File: src/periph_macros.svh
// Peripheral hub widths, slot counts and address map
// Shared by the package and every hub module

`ifndef PERIPH_MACROS_SVH
`define PERIPH_MACROS_SVH

// Core request address width, bit 10 selects simple space
`define PERIPH_ADDR_W 11

// Byte peripheral copies and output pins
`define PERIPH_NUM_SIMPLE 4
`define PERIPH_NUM_PINS 8

// GPIO lives in user slot 1 (0x040 to 0x07F)
`define PERIPH_GPIO_SLOT 1
`define PERIPH_GPIO_OUT_OFS 6'h00
`define PERIPH_GPIO_IN_OFS 6'h04
// First of eight word-spaced function select registers
`define PERIPH_GPIO_SEL_OFS 6'h20

// Function select width: space bit plus 4-bit slot
`define PERIPH_SEL_W 5

`endif

File: src/periph_pkg.sv
// Types shared across the peripheral hub
// Request size codes, read return state and pin function select

`include "periph_macros.svh"

package periph_pkg;

    // Encoding of the core's read and write request codes
    typedef enum logic [1:0] {
        ACC_BYTE = 2'b00,
        ACC_HALF = 2'b01,
        ACC_WORD = 2'b10,
        ACC_NONE = 2'b11
    } access_t;

    typedef enum logic {
        RD_IDLE,
        RD_HOLD
    } read_state_t;

    // Top bit picks byte peripheral space, low bits the slot
    typedef struct packed {
        logic                        simple;
        logic [`PERIPH_SEL_W-2:0]    slot;
    } func_sel_t;

endpackage

File: src/addr_decoder.sv
// Address decoder for the peripheral hub
// Splits the request address into GPIO and byte peripheral selects and write strobes

`timescale 1ns/1ps
`include "periph_macros.svh"

module addr_decoder import periph_pkg::*; (
    input  logic [`PERIPH_ADDR_W-1:0]     i_addr,
    input  access_t                       i_data_write_n,
    output logic                          o_gpio_sel,
    output logic                          o_gpio_wr,
    output logic [`PERIPH_NUM_SIMPLE-1:0] o_simple_sel,
    output logic [`PERIPH_NUM_SIMPLE-1:0] o_simple_wr
);

    logic simple_space;
    logic wr_req;

    assign simple_space = i_addr[`PERIPH_ADDR_W-1];
    assign wr_req       = (i_data_write_n != ACC_NONE);

    always_comb begin
        // User space, only the GPIO slot is mapped
        o_gpio_sel = !simple_space && (i_addr[9:6] == 4'(`PERIPH_GPIO_SLOT));

        // Simple space, slots past the last copy stay unselected
        for (int s = 0; s < `PERIPH_NUM_SIMPLE; s++) begin
            o_simple_sel[s] = simple_space && (i_addr[7:4] == 4'(s));
        end
    end

    assign o_gpio_wr   = o_gpio_sel && wr_req;
    assign o_simple_wr = o_simple_sel & {`PERIPH_NUM_SIMPLE{wr_req}};

endmodule

File: src/byte_periph.sv
// Simple byte peripheral with four writable registers
// Register 0 drives the peripheral's pin outputs

`timescale 1ns/1ps
`include "periph_macros.svh"

module byte_periph (
    input  logic                        clk,
    input  logic                        rst_n,
    input  logic                        i_wr,
    input  logic [3:0]                  i_reg_addr,
    input  logic [7:0]                  i_wdata,
    output logic [7:0]                  o_rdata,
    output logic [`PERIPH_NUM_PINS-1:0] o_pins
);

    logic [3:0][7:0] regs_q;
    logic            reg_hit;

    // Only register addresses 0 to 3 exist
    assign reg_hit = (i_reg_addr[3:2] == 2'b00);

    always_ff @(posedge clk) begin
        if (!rst_n) begin
            regs_q <= '0;
        end else if (i_wr && reg_hit) begin
            regs_q[i_reg_addr[1:0]] <= i_wdata;
        end
    end

    assign o_rdata = reg_hit ? regs_q[i_reg_addr[1:0]] : 8'h00;
    assign o_pins  = regs_q[0];

endmodule

File: src/gpio_ctrl.sv
// GPIO block: output register, input readback and per-pin function selects
// Read data is combinational from the slot offset and zero-extended

`timescale 1ns/1ps
`include "periph_macros.svh"

module gpio_ctrl import periph_pkg::*; (
    input  logic                               clk,
    input  logic                               rst_n,
    input  logic                               i_wr,
    input  logic [5:0]                         i_offset,
    input  logic [31:0]                        i_wdata,
    input  logic [`PERIPH_NUM_PINS-1:0]        i_ui_in,
    output logic [31:0]                        o_rdata,
    output logic [`PERIPH_NUM_PINS-1:0]        o_gpio_out,
    output func_sel_t [`PERIPH_NUM_PINS-1:0]   o_func_sel
);

    // Every pin starts on the GPIO output register
    localparam func_sel_t SEL_RESET = '{simple: 1'b0, slot: `PERIPH_GPIO_SLOT};

    logic [`PERIPH_NUM_PINS-1:0]        gpio_out_q;
    func_sel_t [`PERIPH_NUM_PINS-1:0]   sel_q;

    logic out_hit;
    logic in_hit;
    logic sel_hit;

    assign out_hit = (i_offset == `PERIPH_GPIO_OUT_OFS);
    assign in_hit  = (i_offset == `PERIPH_GPIO_IN_OFS);
    // Word-aligned offsets 0x20 to 0x3C, bits 4:2 pick the pin
    assign sel_hit = ((i_offset & 6'h23) == `PERIPH_GPIO_SEL_OFS);

    always_ff @(posedge clk) begin
        if (!rst_n) begin
            gpio_out_q <= '0;
        end else if (i_wr && out_hit) begin
            gpio_out_q <= i_wdata[`PERIPH_NUM_PINS-1:0];
        end
    end

    always_ff @(posedge clk) begin
        if (!rst_n) begin
            sel_q <= {`PERIPH_NUM_PINS{SEL_RESET}};
        end else if (i_wr && sel_hit) begin
            sel_q[i_offset[4:2]] <= func_sel_t'(i_wdata[`PERIPH_SEL_W-1:0]);
        end
    end

    always_comb begin
        if (out_hit) begin
            o_rdata = 32'(gpio_out_q);
        end else if (in_hit) begin
            o_rdata = 32'(i_ui_in);
        end else if (sel_hit) begin
            o_rdata = 32'(sel_q[i_offset[4:2]]);
        end else begin
            o_rdata = 32'h0;
        end
    end

    assign o_gpio_out = gpio_out_q;
    assign o_func_sel = sel_q;

endmodule

File: src/pin_mux.sv
// Output pin routing, each pin picks GPIO or one byte peripheral
// Unknown user slots and missing byte slots drive zero

`timescale 1ns/1ps
`include "periph_macros.svh"

module pin_mux import periph_pkg::*; (
    input  func_sel_t [`PERIPH_NUM_PINS-1:0]                        i_func_sel,
    input  logic [`PERIPH_NUM_PINS-1:0]                             i_gpio_out,
    input  logic [`PERIPH_NUM_SIMPLE-1:0][`PERIPH_NUM_PINS-1:0]     i_simple_pins,
    output logic [`PERIPH_NUM_PINS-1:0]                             o_uo_out
);

    always_comb begin
        for (int k = 0; k < `PERIPH_NUM_PINS; k++) begin
            o_uo_out[k] = 1'b0;
            if (i_func_sel[k].simple) begin
                for (int s = 0; s < `PERIPH_NUM_SIMPLE; s++) begin
                    if (i_func_sel[k].slot == 4'(s)) begin
                        o_uo_out[k] = i_simple_pins[s][k];
                    end
                end
            end else if (i_func_sel[k].slot == 4'(`PERIPH_GPIO_SLOT)) begin
                o_uo_out[k] = i_gpio_out[k];
            end
        end
    end

endmodule

File: src/read_return.sv
// Registered read return port for the core
// Captures the selected read data and holds it until the core completes the read

`timescale 1ns/1ps
`include "periph_macros.svh"

module read_return import periph_pkg::*; (
    input  logic                                clk,
    input  logic                                rst_n,
    input  access_t                             i_data_read_n,
    input  access_t                             i_data_write_n,
    input  logic                                i_data_read_complete,
    input  logic                                i_gpio_sel,
    input  logic [`PERIPH_NUM_SIMPLE-1:0]       i_simple_sel,
    input  logic [31:0]                         i_gpio_rdata,
    input  logic [`PERIPH_NUM_SIMPLE-1:0][7:0]  i_simple_rdata,
    output logic [31:0]                         o_data_out,
    output logic                                o_data_ready
);

    read_state_t state_q;
    logic [31:0] data_q;
    logic        ready_q;
    logic [31:0] rdata_mux;
    logic        read_req;
    logic        capture;

    assign read_req = (i_data_read_n != ACC_NONE);
    assign capture  = (state_q == RD_IDLE) && read_req;

    // Selects are one-hot, unmapped addresses fall through to zero
    always_comb begin
        rdata_mux = i_gpio_sel ? i_gpio_rdata : 32'h0;
        for (int s = 0; s < `PERIPH_NUM_SIMPLE; s++) begin
            if (i_simple_sel[s]) begin
                rdata_mux = 32'(i_simple_rdata[s]);
            end
        end
    end

    always_ff @(posedge clk) begin
        if (!rst_n) begin
            state_q <= RD_IDLE;
            ready_q <= 1'b0;
        end else begin
            case (state_q)
                RD_IDLE: if (read_req) state_q <= RD_HOLD;
                RD_HOLD: if (i_data_read_complete) state_q <= RD_IDLE;
                default: state_q <= RD_IDLE;
            endcase
            // Ready rises with the capture and drops after completion or request loss
            ready_q <= read_req && (capture || (ready_q && !i_data_read_complete));
        end
    end

    always_ff @(posedge clk) begin
        if (capture) begin
            data_q <= rdata_mux;
        end
    end

    assign o_data_out = data_q;
    // Writes are acknowledged in the same cycle
    assign o_data_ready = ready_q || (i_data_write_n != ACC_NONE);

endmodule

File: src/periph_hub.sv
// Peripheral hub top level
// Decodes core requests to GPIO or byte peripherals and routes their pins

`timescale 1ns/1ps
`include "periph_macros.svh"

module periph_hub import periph_pkg::*; (
    input  logic                        clk,
    input  logic                        rst_n,
    input  logic [`PERIPH_NUM_PINS-1:0] i_ui_in,
    input  logic [`PERIPH_ADDR_W-1:0]   i_addr,
    input  logic [31:0]                 i_data_in,
    input  access_t                     i_data_write_n,
    input  access_t                     i_data_read_n,
    input  logic                        i_data_read_complete,
    output logic [`PERIPH_NUM_PINS-1:0] o_uo_out,
    output logic [31:0]                 o_data_out,
    output logic                        o_data_ready
);

    logic                                               gpio_sel;
    logic                                               gpio_wr;
    logic [`PERIPH_NUM_SIMPLE-1:0]                      simple_sel;
    logic [`PERIPH_NUM_SIMPLE-1:0]                      simple_wr;

    logic [31:0]                                        gpio_rdata;
    logic [`PERIPH_NUM_PINS-1:0]                        gpio_out;
    func_sel_t [`PERIPH_NUM_PINS-1:0]                   func_sel;

    logic [`PERIPH_NUM_SIMPLE-1:0][7:0]                 simple_rdata;
    logic [`PERIPH_NUM_SIMPLE-1:0][`PERIPH_NUM_PINS-1:0] simple_pins;

    addr_decoder i_addr_decoder (
        .i_addr         (i_addr),
        .i_data_write_n (i_data_write_n),
        .o_gpio_sel     (gpio_sel),
        .o_gpio_wr      (gpio_wr),
        .o_simple_sel   (simple_sel),
        .o_simple_wr    (simple_wr)
    );

    gpio_ctrl i_gpio_ctrl (
        .clk        (clk),
        .rst_n      (rst_n),
        .i_wr       (gpio_wr),
        .i_offset   (i_addr[5:0]),
        .i_wdata    (i_data_in),
        .i_ui_in    (i_ui_in),
        .o_rdata    (gpio_rdata),
        .o_gpio_out (gpio_out),
        .o_func_sel (func_sel)
    );

    // Byte peripherals see only the low data byte and register address
    for (genvar s = 0; s < `PERIPH_NUM_SIMPLE; s++) begin : g_simple
        byte_periph i_byte_periph (
            .clk        (clk),
            .rst_n      (rst_n),
            .i_wr       (simple_wr[s]),
            .i_reg_addr (i_addr[3:0]),
            .i_wdata    (i_data_in[7:0]),
            .o_rdata    (simple_rdata[s]),
            .o_pins     (simple_pins[s])
        );
    end

    pin_mux i_pin_mux (
        .i_func_sel    (func_sel),
        .i_gpio_out    (gpio_out),
        .i_simple_pins (simple_pins),
        .o_uo_out      (o_uo_out)
    );

    read_return i_read_return (
        .clk                  (clk),
        .rst_n                (rst_n),
        .i_data_read_n        (i_data_read_n),
        .i_data_write_n       (i_data_write_n),
        .i_data_read_complete (i_data_read_complete),
        .i_gpio_sel           (gpio_sel),
        .i_simple_sel         (simple_sel),
        .i_gpio_rdata         (gpio_rdata),
        .i_simple_rdata       (simple_rdata),
        .o_data_out           (o_data_out),
        .o_data_ready         (o_data_ready)
    );

endmodule

File: config.mk
export PLATFORM = sky130hd
export DESIGN_NAME = periph_hub
export DESIGN_NICKNAME = d
export VERILOG_FILES = /design/src/periph_pkg.sv /design/src/addr_decoder.sv /design/src/byte_periph.sv /design/src/gpio_ctrl.sv /design/src/pin_mux.sv /design/src/read_return.sv /design/src/periph_hub.sv
export VERILOG_INCLUDE_DIRS = /design/src
export SDC_FILE = /design/constraint.sdc
export NUM_CORES = 1
export LEC_CHECK = 0
export BUFFER_PORTS_ARGS = -buffer_cell sky130_fd_sc_hd__buf_2
export CORE_AREA = 2 2 141 143
export CTS_BUF_LIST = sky130_fd_sc_hd__clkbuf_16
export CTS_CLUSTER_DIAMETER = 60
export DETAILED_ROUTE_END_ITERATION = 12
export DIE_AREA = 0 0 143 145
export GPL_TIMING_DRIVEN = 0
export PLACE_DENSITY = 0.72
export SLEW_MARGIN = 5
export SYNTH_ARGS = -nofsm -noshare
export SYNTH_HDL_FRONTEND = slang
export SYNTH_SLANG_ARGS = --single-unit
File: constraint.sdc
create_clock -name clk -period 2.22 [get_ports clk]
set_input_delay 0.111 -clock clk [delete_from_list [all_inputs] [get_ports clk]]
set_output_delay 0.111 -clock clk [all_outputs]
set_load 0.02 [all_outputs]
==> results of run 1 <==
-- Yosys cell counts (all sizes together) (4+ instances only) --
| cell | count | area share (%) |
|---|---|---|
| nor4 | 4 | 0.90 |
| a21boi | 96 | 7.6 |
| mux4 | 30 | 7.1 |
| a32oi | 5 | 0.46 |
| inv | 9 | 0.36 |
| a22o | 6 | 0.55 |
| nand2 | 121 | 4.8 |
| nor3 | 19 | 1.5 |
| o22ai | 8 | 0.53 |
| edfxtp | 8 | 2.5 |
| or2 | 4 | 0.26 |
| mux2i | 105 | 11 |
| a21oi | 27 | 1.4 |
| mux2 | 18 | 2.1 |
| a22oi | 7 | 0.55 |
| nor2 | 11 | 0.46 |
| dfxtp | 178 | 38 |
| clkbuf | 57 | 2.3 |
| nor2b | 75 | 4.9 |
| o21ai | 9 | 0.48 |
| nand3 | 105 | 6.1 |
| buf | 48 | 3.7 |
-- final cells by class --
class	instances	area, um^2
clock inverter	15	125
buffer	104	567
inverter	9	33.8
multi-input combinational	705	5160
antenna	1	2.50
clock buffer	17	425
sequential	186	3800
fill	1718	8550
tap	265	332
timing repair buffer	39	200
-- flip-flops by register name (all words and copies together), names as in the netlist --
register and cells:
g_simple.i_byte_periph.regs_q 96, i_gpio_ctrl.o_func_sel 40, g_simple.i_byte_periph.o_pins 32, i_gpio_ctrl.o_gpio_out 8
i_read_return.o_data_out 8, i_read_return.ready_q 1, i_read_return.state_q 1
-- kinds of logic after synthesis --
logic type	Yosys count
compound gates	168
buf+inv	114
flops	186
mux	153
other cells	1
simple gates	360
-- critical path, cell delays in order --
cell	delay, ps
buf_2	190
buf_2	360
clkbuf_4	430
mux2i_1	310
a22o_1	190
nor3_1	70
a221oi_1	380
o21ai_0	190
-- stage by stage --
step | setup slack (ps) | area (um^2)
floorplan | 288 | 9570
global placement | -455 | 10100
detailed placement | -461 | 10100
CTS | 110 | 10600
global route | 77.3 | 10700
finish | 141 | 10700
-- layer usage --
| layer | vias to the layer above | track usage (%) | part of all wire (%) |
|---|---|---|---|
| li1 | 3613 | - | - |
| met1 | 3882 | 40.1 | 41 |
| met2 | 428 | 45.8 | 46 |
| met3 | 77 | 5.97 | 10 |
| met4 | 2 | 10.9 | 3.5 |
| met5 | - | 0 | 0.033 |
-- power by group --
part	switching, mW	internal, mW	leakage [nW]
Combinational	0.419	0.192	2.30
Sequential	0.00563	3.38	1.52
Clock	1.38	1.54	0.262
Total	1.81	5.11	4.08
-- timing repair --
action | in CTS | in global routing
hold endpoints to repair | 1 | 0
endpoints found under the setup margin | 1 | 2
hold buffers | 1 | 0
gates resized for setup | 0 | 4
-- worst min-delay path by stage --
| stage | from | endpoint |
|---|---|---|
| 6_report | i_data_read_n[0] | i_read_return.state_q |
| 5_1_grt | i_data_read_n[0] | i_read_return.state_q |
| 4_1_cts | i_data_read_n[0] | i_read_return.state_q |
| 3_5_place_dp | i_data_read_complete | i_read_return.state_q |
| 3_3_place_gp | i_data_read_complete | i_read_return.state_q |
| 2_1_floorplan | i_data_read_complete | i_read_return.state_q |
==> summary.txt, run 1 <==
Outcome
  • Status: complete, no violations

STA
  • Fmax: slightly below 0.5 GHz
  • Worst hold slack: a little under 5 ps
  • Total negative slack: 0 ps
  • Fin crit period: 2080 ps
  • Final setup fails: 0
  • Final period util: 93.6%
  • Slew Viols, Final: 0
  • Fin Clk Skew: roughly 9.6 ps
  • Max transition margin: 35.6%
  • RSZ-0062 raised after global routing: no
  • Final Hold Vio Count: 0
  • Worst Max-Slew Pin Slew: around 970 ps

Logic synthesis
  • Adder-cell share of the synthesized area: 0%
  • Mapped Area: 9480 um^2
  • Sequential area share after synthesis: 40.1%
  • Cells after Synth: 982
  • Yosys reg bits: around 190
  • Area fraction in compound gates after synthesis: 12.5%
  • Async set-or-reset flop fraction in the synthesized netlist: 0%
  • Largest family of logic cells by synthesized area: simple AND/OR/NAND/NOR gates
  • Fraction of synthesized area in multiplexers: between 20% and 30%
  • XOR/XNOR Fraction of Synth Area: 0%
  • Post-Synth Simple-Gate Area: 20.7%
  • Distinct cells, synth: 50
  • Yosys Warn Count: 0
  • EDFF count, synth: 8
  • Most used flip-flop cell after synthesis: dfxtp_1
  • Syn Area/Cell: 9.65 um^2

Routing
  • Routed vias/inst: 5.97
  • Vias: 8002
  • DRT Pass-1 Iters: 5
  • Final ANT Viol Nets: 0
  • Initial drt markers: 955
  • Wire per inst: 22.6 um
  • Overall routed net length: 30.3 mm
  • Drt drc: 0

Global route
  • Largest net degree at the start of global routing: 20
  • GRT Total Usage: about 29%
  • First-pass GRT wire length: 45.3 mm
  • Gr ovfl total: 0
  • Number of global-route vias before repair: 7471
  • Initial antenna violation count: 1

Die
  • Row cnt: 51
  • Die span in x: 143 um
  • # IOs: 99
  • Initial Util: 49.4%
  • Die Ht: about 150 um
  • Die Footprint: 20700 um^2
  • Core Box Area: a little under 20000 um^2

Placed design
  • Buffers on Ports: 38
  • RD Place Congestion: 1.01
  • Post-DP HPWL: 22.1 mm
  • Placed cell count: 1308

CTS
  • Clock Pin Slew Worst Setup and Hold Paths: 70 ps
  • Clk Latency, worst-skew pair: approximately 440 ps
  • CTS tree: done
  • Clock Tree Buf Depth: 2
  • Sink Count: 186
  • CTS Buf Count: 17
  • Clk root buf: clkbuf_16
  • Postcts setup bufs: 0
  • CTS H-tree lvls: 4

Hold path
  • WHS Path Cells: 3
  • Hold WC Path Type: in -> reg

Layout
  • Area growth, synth to finish: 12.4%
  • Most frequent cells in the layout: dfxtp_1 (178), nand2_1 (121), mux2i_1 (105), nand3_1 (100), a21boi_0 (86)
  • Commonest non-fill, non-tap cell in the layout: dfxtp_1
  • Fraction of layout cells with a size suffix above 1: 17.3%
  • Fin cells: around 1300
  • Net count, final: 1120
  • Core Util, Final: 55.5%

Critical path
  • Worst EP arrival: about 2200 ps
  • CP startpoint: i_addr[0]
  • Critical Path Sink: i_read_return.o_data_out[0]
  • Worst R2R Start: g_simple[1].i_byte_periph.o_pins[0]
  • Critical Path Sink Type: flip-flop
  • Worst r2r path cells: 3
  • RR Endpoint: i_read_return.o_data_out[0]
  • Flop2flop setup slack: roughly 400 ps
  • Crit Path Max Fanout: 10
  • CP Launch Type: input pin
  • CP Class: in -> reg
  • Worst EP required: 2370 ps

Pwr
  • Worst ir drop on vdd: 520 uV
  • P_leak: ~4.1 nW
  • Overall Power: 6.92 mW
  • Power Dens Cells: 649 nW/um^2

Run
  • Max-Cap Viols: 0
(Power assumes the default switching activity.)
==> inputs of run 2 (changes only) <==
--- a/config.mk
+++ b/config.mk
@@ -13,6 +13,7 @@
 export DETAILED_ROUTE_END_ITERATION = 12
 export DIE_AREA = 0 0 143 145
 export GPL_TIMING_DRIVEN = 0
+export HOLD_SLACK_MARGIN = 0.02
 export PLACE_DENSITY = 0.72
 export SLEW_MARGIN = 5
 export SYNTH_ARGS = -nofsm -noshare
==> summary.txt, run 2 (same netlist as run 1, synthesis figures left out) <==
Outcome
  • Status: complete, no violations

Layout
  • Largest Register: g_simple.i_byte_periph.regs_q
  • Fraction of layout cells with a size suffix above 1: 17.3%
  • Commonest non-fill, non-tap cell in the layout: dfxtp_1
  • Most frequent cells in the layout: dfxtp_1 (178), nand2_1 (121), mux2i_1 (105), nand3_1 (100), a21boi_0 (86)
  • Area growth, synth to finish: 12.6%
  • Core Util, Final: 55.6%
  • Max FFs per register: 96
  • Fin cells: around 1300
  • ANT cells: 0
  • Net count, final: 1122
  • Fillers: 1718

STA
  • Slew Viols, Final: 0
  • Final period util: 92.7%
  • Fmax: 0.486 GHz
  • Fin crit period: 2060 ps
  • Final Hold Vio Count: 0
  • Fin Clk Skew: 8.18 ps
  • RSZ-0062 raised after global routing: no
  • Worst Max-Slew Pin Slew: between 900 and 1000 ps
  • Final setup fails: 0
  • Max transition margin: approximately two fifths
  • Worst hold slack: 20.0 ps
  • Total negative slack: 0 ps

Pwr
  • Overall Power: approximately 6.9 mW
  • Worst ir drop on vdd: 527 uV
  • P_leak: 4.09 nW
  • Power Dens Cells: around 650 nW/um^2

Critical path
  • Buf/Inv on CP: 1
  • CP Class: reg -> out
  • Crit-path cells: mux4_2, a21oi_1, nor3_1, buf_2
  • Critical-path top delay cell: mux4_2
  • Worst r2r path cells: 3
  • Worst EP required: 2110 ps
  • Cell count along the critical path: 4
  • Worst EP arrival: 1950 ps
  • Critical path's top delay family: multiplexers
  • CP max stage delay: 590 ps
  • Crit Path Max Fanout: 4
  • CP Launch Type: flip-flop
  • Critical Path Sink Type: output port

Global route
  • Busiest grt layer: met2
  • First-pass GRT wire length: 45.4 mm
  • Number of global-route vias before repair: 7486
  • Initial antenna violation count: 1
  • GRT Total Usage: 29.4%
  • Largest net degree at the start of global routing: 20
  • Met2 GRT Util: 45.9%
  • Gr ovfl total: 0
  • GR Util met1: 40.1%
  • GR Util met3: 5.97%

Routing
  • Routed vias/inst: between 5 and 6
  • Final ANT Viol Nets: 0
  • DRT Pass-1 Iters: 7
  • Drt drc: 0
  • Initial drt markers: 967
  • Vias: between 8000 and 9000
  • Overall routed net length: 30.3 mm
  • Wire per inst: 22.6 um

CTS
  • CTS Buf Count: 17
  • Postcts setup bufs: 0
  • CTS H-tree lvls: 4
  • Clock Tree Buf Depth: 2
  • Clk Latency, worst-skew pair: 440 ps
  • Clk root buf: clkbuf_16
  • Clock Pin Slew Worst Setup and Hold Paths: 70 ps
  • CTS tree: done
  • Sink Count: 186

Die
  • Initial Util: 49.4%
  • Die span in x: 143 um
  • Core Box Area: 19200 um^2
  • # IOs: 99
  • Die Footprint: 20700 um^2
  • Die Ht: 145 um
  • Row cnt: between 50 and 60

Hold path
  • WHS Path Cells: 3
  • Hold WC Path Type: in -> reg

Placed design
  • Placed cell count: 1308
  • Buffers on Ports: 38
  • Post-DP HPWL: ~22 mm
  • RD Place Congestion: 1.01

Run
  • Max-Cap Viols: 0
-- run 2: cell type report --
cell class / instances / area, um^2 / share of cell area [%]
multi-input cells: 705 / 5160 / 48.4
flip-flops and latches: 186 / 3800 / 35.6
plain buffers: 104 / 567 / 5.31
clock buffers: 17 / 425 / 3.99
well taps: 265 / 332 / 3.11
repair buffers: 41 / 220 / 2.06
clock inverters: 15 / 125 / 1.17
inverters: 9 / 33.8 / 0.317
-- run 2: worst register-to-register path, stage by stage, from the launching register on --
cell and delay (ps):
dfxtp_1 360, mux4_2 530, a221oi_1 450, o21ai_0 180
-- run 2: per-layer routing --
layer	wire (um)	vias up
li1	-	3621
met1	12200	3839
met2	13900	483
met3	3180	83
met4	1100	2
met5	10	-
-- run 2: path summary, 6_finish.rpt --
kind                                        start                                    to  slack (ps)
min                              i_data_read_n[1]                 i_read_return.ready_q          20
max reg2reg   g_simple[1].i_byte_periph.o_pins[0]           i_read_return.o_data_out[0]         420
max                    i_gpio_ctrl.o_func_sel[30]                           o_uo_out[6]         160
min reg2reg  g_simple[1].i_byte_periph.regs_q[22]  g_simple[1].i_byte_periph.regs_q[22]         460
-- run 2: report_power, final --
part	leakage (nW)	switching, mW	internal (mW)	total, mW
registers	1.52	0.00576	3.38	3.38
clock network	0.262	1.38	1.54	2.92
logic	2.31	0.419	0.194	0.613
total	4.09	1.80	5.11	6.92
-- run 2: per-stage QoR --
stage / setup WS (ps) / cell area (um^2)
floorplan: 288 / 9570
global placement: -455 / 10100
detailed placement: -461 / 10100
CTS: 110 / 10700
global route: 77.3 / 10700
finish: 163 / 10700
-- run 2: timing repair --
action | 4_1_cts | 5_1_grt
hold buffers | 3 | 0
cloned | 0 | 0
resized for setup | 0 | 4
endpoints found under the setup margin | 1 | 2
endpoints found under the hold margin | 2 | 0
